## src/common/rename_cfg_pkg.sv

```systemverilog
package rename_cfg_pkg;

    // ====================
    // Sizes
    // ====================

    // Rename width, one request lane per decoded instruction
    localparam int LANES      = 3;
    localparam int ARCH_REGS  = 32;
    localparam int ROB_DEPTH  = 32;
    // Branch checkpoints in flight
    localparam int CKPT_DEPTH = 4;

    localparam int ARCH_W     = $clog2(ARCH_REGS);
    localparam int ROB_TAG_W  = $clog2(ROB_DEPTH);
    // Register file names below, ROB names above
    localparam int PHYS_W     = $clog2(ARCH_REGS + ROB_DEPTH);
    localparam int CKPT_W     = $clog2(CKPT_DEPTH);

    // ====================
    // Types
    // ====================

    typedef logic [ARCH_W-1:0]    arch_reg_t;
    // Top bit set means the value lives in a ROB entry
    typedef logic [PHYS_W-1:0]    phys_reg_t;
    typedef logic [ROB_TAG_W-1:0] rob_tag_t;
    // ROB tag plus wrap bit
    typedef logic [ROB_TAG_W:0]   ring_ptr_t;
    // Holds 0 to ROB_DEPTH
    typedef logic [ROB_TAG_W:0]   rob_count_t;
    typedef logic [$clog2(LANES+1)-1:0] lane_cnt_t;
    typedef logic [CKPT_W-1:0]    ckpt_idx_t;
    typedef logic [CKPT_W:0]      ckpt_count_t;

    // Whole map, one physical name per architectural register
    typedef phys_reg_t [ARCH_REGS-1:0] map_snapshot_t;

    // Retire one commit into a map
    // Only reverts if the register still names the committing tag
    function automatic map_snapshot_t revert_on_commit(
        map_snapshot_t snap,
        logic          valid,
        arch_reg_t     arch,
        rob_tag_t      tag
    );
        map_snapshot_t res;
        res = snap;
        if (valid && arch != '0 && snap[arch] == {1'b1, tag}) begin
            res[arch] = {1'b0, arch};
        end
        return res;
    endfunction

endpackage

```

## src/common/rename_port_pkg.sv

```systemverilog
package rename_port_pkg;

    // ====================
    // Decode side
    // ====================

    // One decoded instruction as presented to rename
    typedef struct packed {
        logic                      valid;
        logic                      branch;
        // rd is only mapped when rd_we is set
        logic                      rd_we;
        rename_cfg_pkg::arch_reg_t rs1;
        rename_cfg_pkg::arch_reg_t rs2;
        rename_cfg_pkg::arch_reg_t rd;
    } lane_req_t;

    // Renamed instruction, valid low when the lane was refused
    typedef struct packed {
        logic                      valid;
        rename_cfg_pkg::phys_reg_t rs1_phys;
        rename_cfg_pkg::phys_reg_t rs2_phys;
        rename_cfg_pkg::phys_reg_t rd_phys;
        // Previous mapping of rd, freed when this instruction retires
        rename_cfg_pkg::phys_reg_t old_rd_phys;
    } lane_res_t;

    // ====================
    // ROB and branch side
    // ====================

    // Retiring instruction from the ROB
    typedef struct packed {
        logic                      valid;
        rename_cfg_pkg::arch_reg_t arch;
        rename_cfg_pkg::rob_tag_t  tag;
    } commit_t;

    // Oldest unresolved branch, in order, one per cycle
    typedef struct packed {
        logic valid;
        logic mispredict;
    } resolve_t;

    // Checkpoint record
    // Also carries the per-lane pushes from map to stack
    typedef struct packed {
        logic                          valid;
        rename_cfg_pkg::map_snapshot_t snapshot;
        rename_cfg_pkg::ring_ptr_t     alloc_ptr;
    } restore_t;

endpackage

```

## src/logic/rob_tag_ring.sv

```systemverilog
`timescale 1ns/10ps

module rob_tag_ring (
    input  logic clk,
    input  logic reset,
    input  logic flush_i,
    input  rename_cfg_pkg::lane_cnt_t                             alloc_count_i,
    input  rename_port_pkg::commit_t  [rename_cfg_pkg::LANES-1:0] commits_i,
    input  rename_port_pkg::restore_t                             restore_i,
    output rename_cfg_pkg::ring_ptr_t [rename_cfg_pkg::LANES-1:0] tags_o,
    output rename_cfg_pkg::rob_count_t                            free_count_o
);

    // Allocation runs ahead, release follows retirement
    rename_cfg_pkg::ring_ptr_t alloc_ptr_q;
    rename_cfg_pkg::ring_ptr_t rel_ptr_q;
    rename_cfg_pkg::ring_ptr_t rel_ptr_next;
    rename_cfg_pkg::lane_cnt_t n_commit;

    // Count retiring instructions this cycle
    always_comb begin
        n_commit = '0;
        for (int c = 0; c < rename_cfg_pkg::LANES; c++) begin
            if (commits_i[c].valid) begin
                n_commit = n_commit + 1'b1;
            end
        end
    end

    assign rel_ptr_next = rel_ptr_q + rename_cfg_pkg::ring_ptr_t'(n_commit);

    // Lane i takes the pointer plus i, wrap bit included
    for (genvar l = 0; l < rename_cfg_pkg::LANES; l++) begin : g_tag
        assign tags_o[l] = alloc_ptr_q + rename_cfg_pkg::ring_ptr_t'(l);
    end

    // Wrap bit makes full and empty distinct
    assign free_count_o = rename_cfg_pkg::rob_count_t'(rename_cfg_pkg::ROB_DEPTH)
                          - (alloc_ptr_q - rel_ptr_q);

    always_ff @(posedge clk or negedge reset) begin
        if (!reset) begin
            alloc_ptr_q <= '0;
            rel_ptr_q   <= '0;
        end else begin
            rel_ptr_q <= rel_ptr_next;
            if (flush_i) begin
                // Nothing left in flight
                alloc_ptr_q <= rel_ptr_next;
            end else if (restore_i.valid) begin
                // Back to one past the mispredicted branch
                alloc_ptr_q <= restore_i.alloc_ptr;
            end else begin
                alloc_ptr_q <= alloc_ptr_q + rename_cfg_pkg::ring_ptr_t'(alloc_count_i);
            end
        end
    end

endmodule

```

## config.mk

```make
export PLATFORM = sky130hd
export DESIGN_NAME = rob_tag_ring
export DESIGN_NICKNAME = d
export VERILOG_FILES = /design/src/common/rename_cfg_pkg.sv /design/src/common/rename_port_pkg.sv /design/src/logic/rob_tag_ring.sv
export SDC_FILE = /design/constraint.sdc
export NUM_CORES = 1
export LEC_CHECK = 0
export ABC_AREA = 1
export BUFFER_PORTS_ARGS = -buffer_cell sky130_fd_sc_hd__buf_2
export CORE_AREA = 4 4 100 102
export DETAILED_ROUTE_END_ITERATION = 10
export DIE_AREA = 0 0 104 106
export SLEW_MARGIN = 20
export SYNTH_ARGS = -nofsm -noshare
export SYNTH_HDL_FRONTEND = slang
export SYNTH_SLANG_ARGS = --single-unit
```

## constraint.sdc

```tcl
create_clock -name clk -period 4.36 [get_ports clk]
set_input_delay 0.872 -clock clk [delete_from_list [all_inputs] [get_ports clk]]
set_output_delay 0.872 -clock clk [all_outputs]
set_load 0.03 [all_outputs]
```

==> impl_metrics.toml, run 1 <==
[status]
outcome = "completed"

[timing]
fin_ws_ns = 1.23
grt_setup_unrepaired = "no"
max_slew_margin_pct = 74.9
finalSetupViolations = 0
drv_slew = 0
setup_tns_ns = 0
skew_ns = 0.00162
worst_slew_pin_slew_ns = 0.376
period_share_pct = 71.7
max_freq_mhz = 320
period_needed_ns = 3.13
hold_viol_final = 0

[cells_and_area]
insertedDiodeCount = 0
design_area_sq_um = 1530
nets = 455
drive_gt1_share_pct = 25.5
synthToLayoutAreaGrowth_pct = 30.0
stdcell_count = 307

[pwr]
p_leak_uw = 0.000834
totalPowerFinal_uw = 1580
ir_drop_mv = 0.185
powerDensity_nw_per_um2 = 1030

[critical_path]
critPathCapture = "free_count_o[5]"
crit_fanout = 5
setup.worst_path.start_class = "flop"
endpoint_kind = "output port"
critPathKind = "reg2out"
rr_worst_depth = 9
cp_cell_sequence = "inv_1 -> ha_1 -> ha_1 -> inv_1 -> fa_1 -> nor2_1 -> nor2_1 -> xor2_1 -> buf_2"
timing.rr.start = "alloc_ptr_q[0]$_DFF_PN0_"
critPathLaunch = "alloc_ptr_q[1]$_DFF_PN0_"
worst_path_max_delay_cell = "dfrtp_1"
r2r_slack_ns = 2.55
crit_required_ns = 3.49
slowest_delay_ns = 0.41
reg2reg_to = "alloc_ptr_q[4]$_DFF_PN0_"
crit_arrival_ns = 2.25

[die]
die_y_um = 106
ios = 261
initial_utilization_pct = 12.9
row_count = 35
core_area_sq_um = 9110
dieArea_sq_um = 11000
die-width_um = 104

[yosys]
synthSimpleGateAreaFrac_pct = 24.4
ys_seq_area_share_pct = 25.6
synth_top_area_share_pct = 25.6
synthTopCellsByArea = "dfrtp_1, ha_1, nand2_1"
synth_mux_area_share_pct = 0
synth-compound-area-share_pct = 5.43
avgSynthCellArea_sq_um = 7.44
yosys.area_share.adder_pct = 23.2
ys.warnings.count = 0
synthCells = 158
syn-cell-area_sq_um = 1170
syn_nets = 415
ys_types = 26
synth-xor-area-share_pct = 8.84
synth_top_family_by_area = "simple AND/OR/NAND/NOR gates"
ys_seq_elements = 12
yosysTopAreaCell = "dfrtp_1"

[placement]
place_inst = 304
gp_congestion = 0.739
io_buffers = 38
dp_hpwl_um = 2640
dp_slack_ns = 1.47
placed_cell_area_sq_um = 1490

[routing]
wl_per_cell_um = 9.50
firstDrtPassIters = 2
drcViolationCount = 0
vias = 1081
drtIter0Drc = 16
wl_um = 2920
ant_nets = 0
post_drt_via_cell_ratio = 3.52

[flow_run]
maxCapViolations = 0

[clock_network]
cts_buffer_depth = 2
tritoncts = "yes"
clock_sinks = 12
post_cts_buffers = 0
cts_inserted_buffers = 3
ctsRootBufferMaster = "clkbuf_8"
clkTransAtPathRegs_ns = 0.05
cts_hold_buf = 0
h-tree-depth = 1
clk_latency_ns = 0.23
cts-resized-gates = 0

[global_routing]
grt_overflow = 0
grt_max_degree = 13
antenna_found_initial = 0
grt_use_total_pct = 5.60
grt_pass1_wl_um = 5120
grt_pass1_vias = 1143

[min_path]
hp-class = "in2async"
cells by family (layout without fill, tap and decap cells):
group / Yosys count / count (layout)
buffers and inverters: 37 / 75
DFF: 12 / 12
AOI/OAI and AO/OA: 11 / 11
and+or+nand+nor: 67 / 67
adders and majority gates: 20 / 20
xor gates and xnor gates: 11 / 11
layout make-up:
class / count / area, sq um
Fill cell: 1050 / 7580
Tap cell: 111 / 139
Clock buffer: 3 / 41.3
Multi-Input combinational cell: 109 / 727
Sequential cell: 12 / 300
Inverter: 34 / 130
Timing Repair Buffer: 38 / 190
flip-flops by register name, summed over array words and instances (netlist names):
signal       count
alloc_ptr_q      6
rel_ptr_q        6
where the power goes:
group          internal [uW]  total [uW]  switching, uW  leakage (uW)
Combinational            387        1240            849      0.000673
Sequential               164         242           78.4      0.000140
Clock                   60.6        97.4           36.8     0.0000216
Total                    612        1580            964      0.000834
layer usage:
metal	track usage, %	routed length (um)
met1	6.02	1240
met5	0	0
met4	0.570	8
met2	10.8	1560
met3	2.00	109
how the worst min path moves through the flow:
stage                                start                endpoint  slack [ns]  depth (start not counted)
floorplan           rel_ptr_q[0]$_DFF_PN0_  rel_ptr_q[0]$_DFF_PN0_        0.50                          1
global placement    rel_ptr_q[0]$_DFF_PN0_  rel_ptr_q[0]$_DFF_PN0_        0.53                          1
detailed placement  rel_ptr_q[0]$_DFF_PN0_  rel_ptr_q[0]$_DFF_PN0_        0.53                          1
CTS                                  reset  rel_ptr_q[2]$_DFF_PN0_        0.52                          1
global route                         reset  rel_ptr_q[2]$_DFF_PN0_        0.53                          1
finish                               reset  rel_ptr_q[2]$_DFF_PN0_        0.51                          1
critical path, delay by kind of cell, from the launching register on:
family,cells,cell delay (ns)
adder cells (fa/ha/maj),3,0.86
buffers and inverters,3,0.41
flip-flops,1,0.41
AND/OR/NAND/NOR,2,0.19
XOR/XNOR,1,0.13
metrics by stage:
step                util [%]  hold slack [ns]
global placement        16.3            0.526
floorplan                  -            0.500
CTS                     16.8            0.518
detailed placement      16.3            0.528
finish                  16.8            0.512
global route            16.8            0.528
Yosys cell counts:
cell,count
a21oi_1,3
and2_1,1
buf_2,2
buf_4,1
clkinv_1,1
dfrtp_1,12
fa_1,3
ha_1,17
inv_1,31
inv_2,1
inv_4,1
nand2_1,36
nand2_2,3
nand3_1,14
nand4_1,1
nor2_1,10
nor2_2,1
o211ai_1,1
o21ai_0,3
o21ai_1,2
o21ai_2,1
o21bai_1,1
or2_2,1
xnor2_1,2
xor2_1,8
xor2_2,1
cells in the final DEF (no fill, tap or decap):
cell type / n
buf_2: 38
nand2_1: 36
inv_1: 31
ha_1: 17
nand3_1: 14
dfrtp_1: 12
nor2_1: 10
xor2_1: 8
o21ai_0: 3
nand2_2: 3
a21oi_1: 3
fa_1: 3
clkbuf_8: 3
xnor2_1: 2
o21ai_1: 2
inv_4: 1
o21bai_1: 1
nor2_2: 1
xor2_2: 1
o21ai_2: 1
clkinv_1: 1
nand4_1: 1
and2_1: 1
inv_2: 1
or2_2: 1
o211ai_1: 1
(Power assumes the default switching activity.)
==> inputs of run 2 (changes only) <==
- clock period: 4.36 -> 2.9 ns (I/O delays scaled with it)
==> run 2 against run 1 <==
Compared with the run above: sequential power increased by 40%; sequential share of layout area decreased by 0.45 points; sequential cell count unchanged; non-clock buffer count increased by 3; setup slack got worse by 1.1 ns; register-to-register slack got worse by 1.3 ns; hold slack got worse by 0.30 ns; core utilization increased by 0.54 points; first-iteration DRC count increased by 56%; wire length increased by 3.2%; global-route usage about the same; largest cell class unchanged; clock power increased by 89%.
==> impl_metrics.toml, run 2 (synthesized netlist as in run 1, its figures left out) <==
[status]
outcome = "completed"

[pwr]
power.switching_uw = 1470
swShare_pct = 59.5
p_clk_share_pct = 7.5
sequentialPowerShare_pct = 13.7
combPwrFrac_pct = 78.9
p_int_uw = 1000
ir_drop_mv = 0.290
powerDensity_nw_per_um2 = 1570
p_leak_uw = 0.000855

[routing]
wl_per_cell_um = 9.68
drcViolationCount = 0
post_drt_via_cell_ratio = 3.50
drtIter0Drc = 25
wl_um = 3010
ant_nets = 0
firstDrtPassIters = 4
vias = 1089

[global_routing]
grt_pass1_vias = 1103
grt_max_degree = 13
grt_overflow = 0
grt_pass1_wl_um = 5000
grt_use_total_pct = 5.56
antenna_found_initial = 0

[min_path]
hp-class = "in2async"

[clock_network]
clock_sinks = 12
cts_buffer_depth = 2
ctsRootBufferMaster = "clkbuf_8"
tritoncts = "yes"
cts_inserted_buffers = 3
clk_latency_ns = 0.24
cts_hold_buf = 0
h-tree-depth = 1
clkTransAtPathRegs_ns = 0.06

[placement]
placed_cell_area_sq_um = 1510
place_inst = 306
dp_hpwl_um = 2640
gp_congestion = 0.723
io_buffers = 38
dp_slack_ns = 0.280

[critical_path]
critPathKind = "reg2out"
setup.worst_path.start_class = "flop"
crit_required_ns = 2.32
crit_fanout = 4
worst_path_max_delay_cell = "dfrtp_2"
slowest_delay_ns = 0.40
rr_worst_depth = 10
cp_cell_sequence = "inv_2 -> ha_1 -> ha_1 -> inv_1 -> fa_1 -> nor2_1 -> nor2_1 -> xor2_2 -> buf_4"
crit_arrival_ns = 2.14
endpoint_kind = "output port"

[cells_and_area]
stdcell_count = 311
final_common_cell = "buf_2"
reg_top3 = "alloc_ptr_q: 6 flops, rel_ptr_q: 6 flops"
drive_gt1_share_pct = 29.0
insertedDiodeCount = 0
nets = 458
synthToLayoutAreaGrowth_pct = 34.2
mostFrequentLayoutCells = "buf_2, nand2_1, inv_1"
design_area_sq_um = 1580

[timing]
period_share_pct = 93.9
skew_ns = 0.00436
period_needed_ns = 2.72
worst_slew_pin_slew_ns = 0.331
max_freq_mhz = 367
max_slew_margin_pct = 77.7
setup_tns_ns = 0
hold_viol_final = 0
finalSetupViolations = 0
drv_slew = 0
fin_ws_ns = 0.177
grt_setup_unrepaired = "no"

[die]
ios = 261
die_y_um = 106
core_area_sq_um = 9110
dieArea_sq_um = 11000
die-width_um = 104
row_count = 35
initial_utilization_pct = 12.9

[flow_run]
maxCapViolations = 0
## run 2: changes by cell type in the layout (fill, tap and decap cells not counted), sizes merged
| cell | previous run | this run |
|---|---|---|
| clkbuf | 3 | 4 |
| buf | 38 | 41 |
## run 2: critical path, delay by kind of cell, from the launching register on
family / cells / cell delay [ns]
flops: 1 / 0.40
simple gates: 2 / 0.20
buf+inv: 3 / 0.30
fa+ha+maj: 3 / 0.84
xor+xnor: 1 / 0.17
## run 2: power groups by stage
stage / combinational, uW / clock [uW] / sequential (uW)
2_1_floorplan: 1380 / 0 / 403
3_3_place_gp: 1960 / 0 / 338
3_5_place_dp: 1980 / 0 / 342
4_1_cts: 1990 / 190 / 339
5_1_grt: 2170 / 202 / 357
6_report: 1950 / 184 / 339
## run 2: final timing paths
kind                       slack (ns)                  endpoint                      from
max                              0.18           free_count_o[5]  alloc_ptr_q[1]$_DFF_PN0_
min                              0.21    rel_ptr_q[5]$_DFF_PN0_                     reset
max reg2reg                      1.22  alloc_ptr_q[4]$_DFF_PN0_  alloc_ptr_q[0]$_DFF_PN0_
min reg2reg                      0.54    rel_ptr_q[4]$_DFF_PN0_    rel_ptr_q[4]$_DFF_PN0_
max in group asynchronous        2.44  alloc_ptr_q[1]$_DFF_PN0_                     reset
min in group clk                 0.54    rel_ptr_q[4]$_DFF_PN0_    rel_ptr_q[4]$_DFF_PN0_
## run 2: timing repair
action / 4_1_cts / 5_1_grt
endpoints found under the setup margin: 0 / 1
setup buffers: 0 / 1
resized for setup: 0 / 5
## run 2: metrics by stage
step	hold slack, ns	power [uW]	util, %
2_1_floorplan	0.284	1790	-
3_3_place_gp	0.474	2300	16.6
3_5_place_dp	0.490	2320	16.6
4_1_cts	0.230	2520	17.2
5_1_grt	0.235	2730	17.3
6_report	0.213	2480	17.3
## run 2: layout make-up
| class | instances | area, sq um |
|---|---|---|
| inverter | 34 | 130 |
| multi-input combinational | 109 | 734 |
| sequential | 12 | 303 |
| fill | 1033 | 7530 |
| timing repair buffer | 41 | 215 |
| clock buffer | 4 | 55.1 |
| tap | 111 | 139 |
## run 2: per-layer routing
metal / track usage (%) / share of wire, % / wire length (um)
met5: 0 / 0 / 0
met2: 10.7 / 57 / 1700
met3: 2.13 / 5.4 / 162
met1: 5.83 / 38 / 1140
met4: 0.855 / 0 / 0
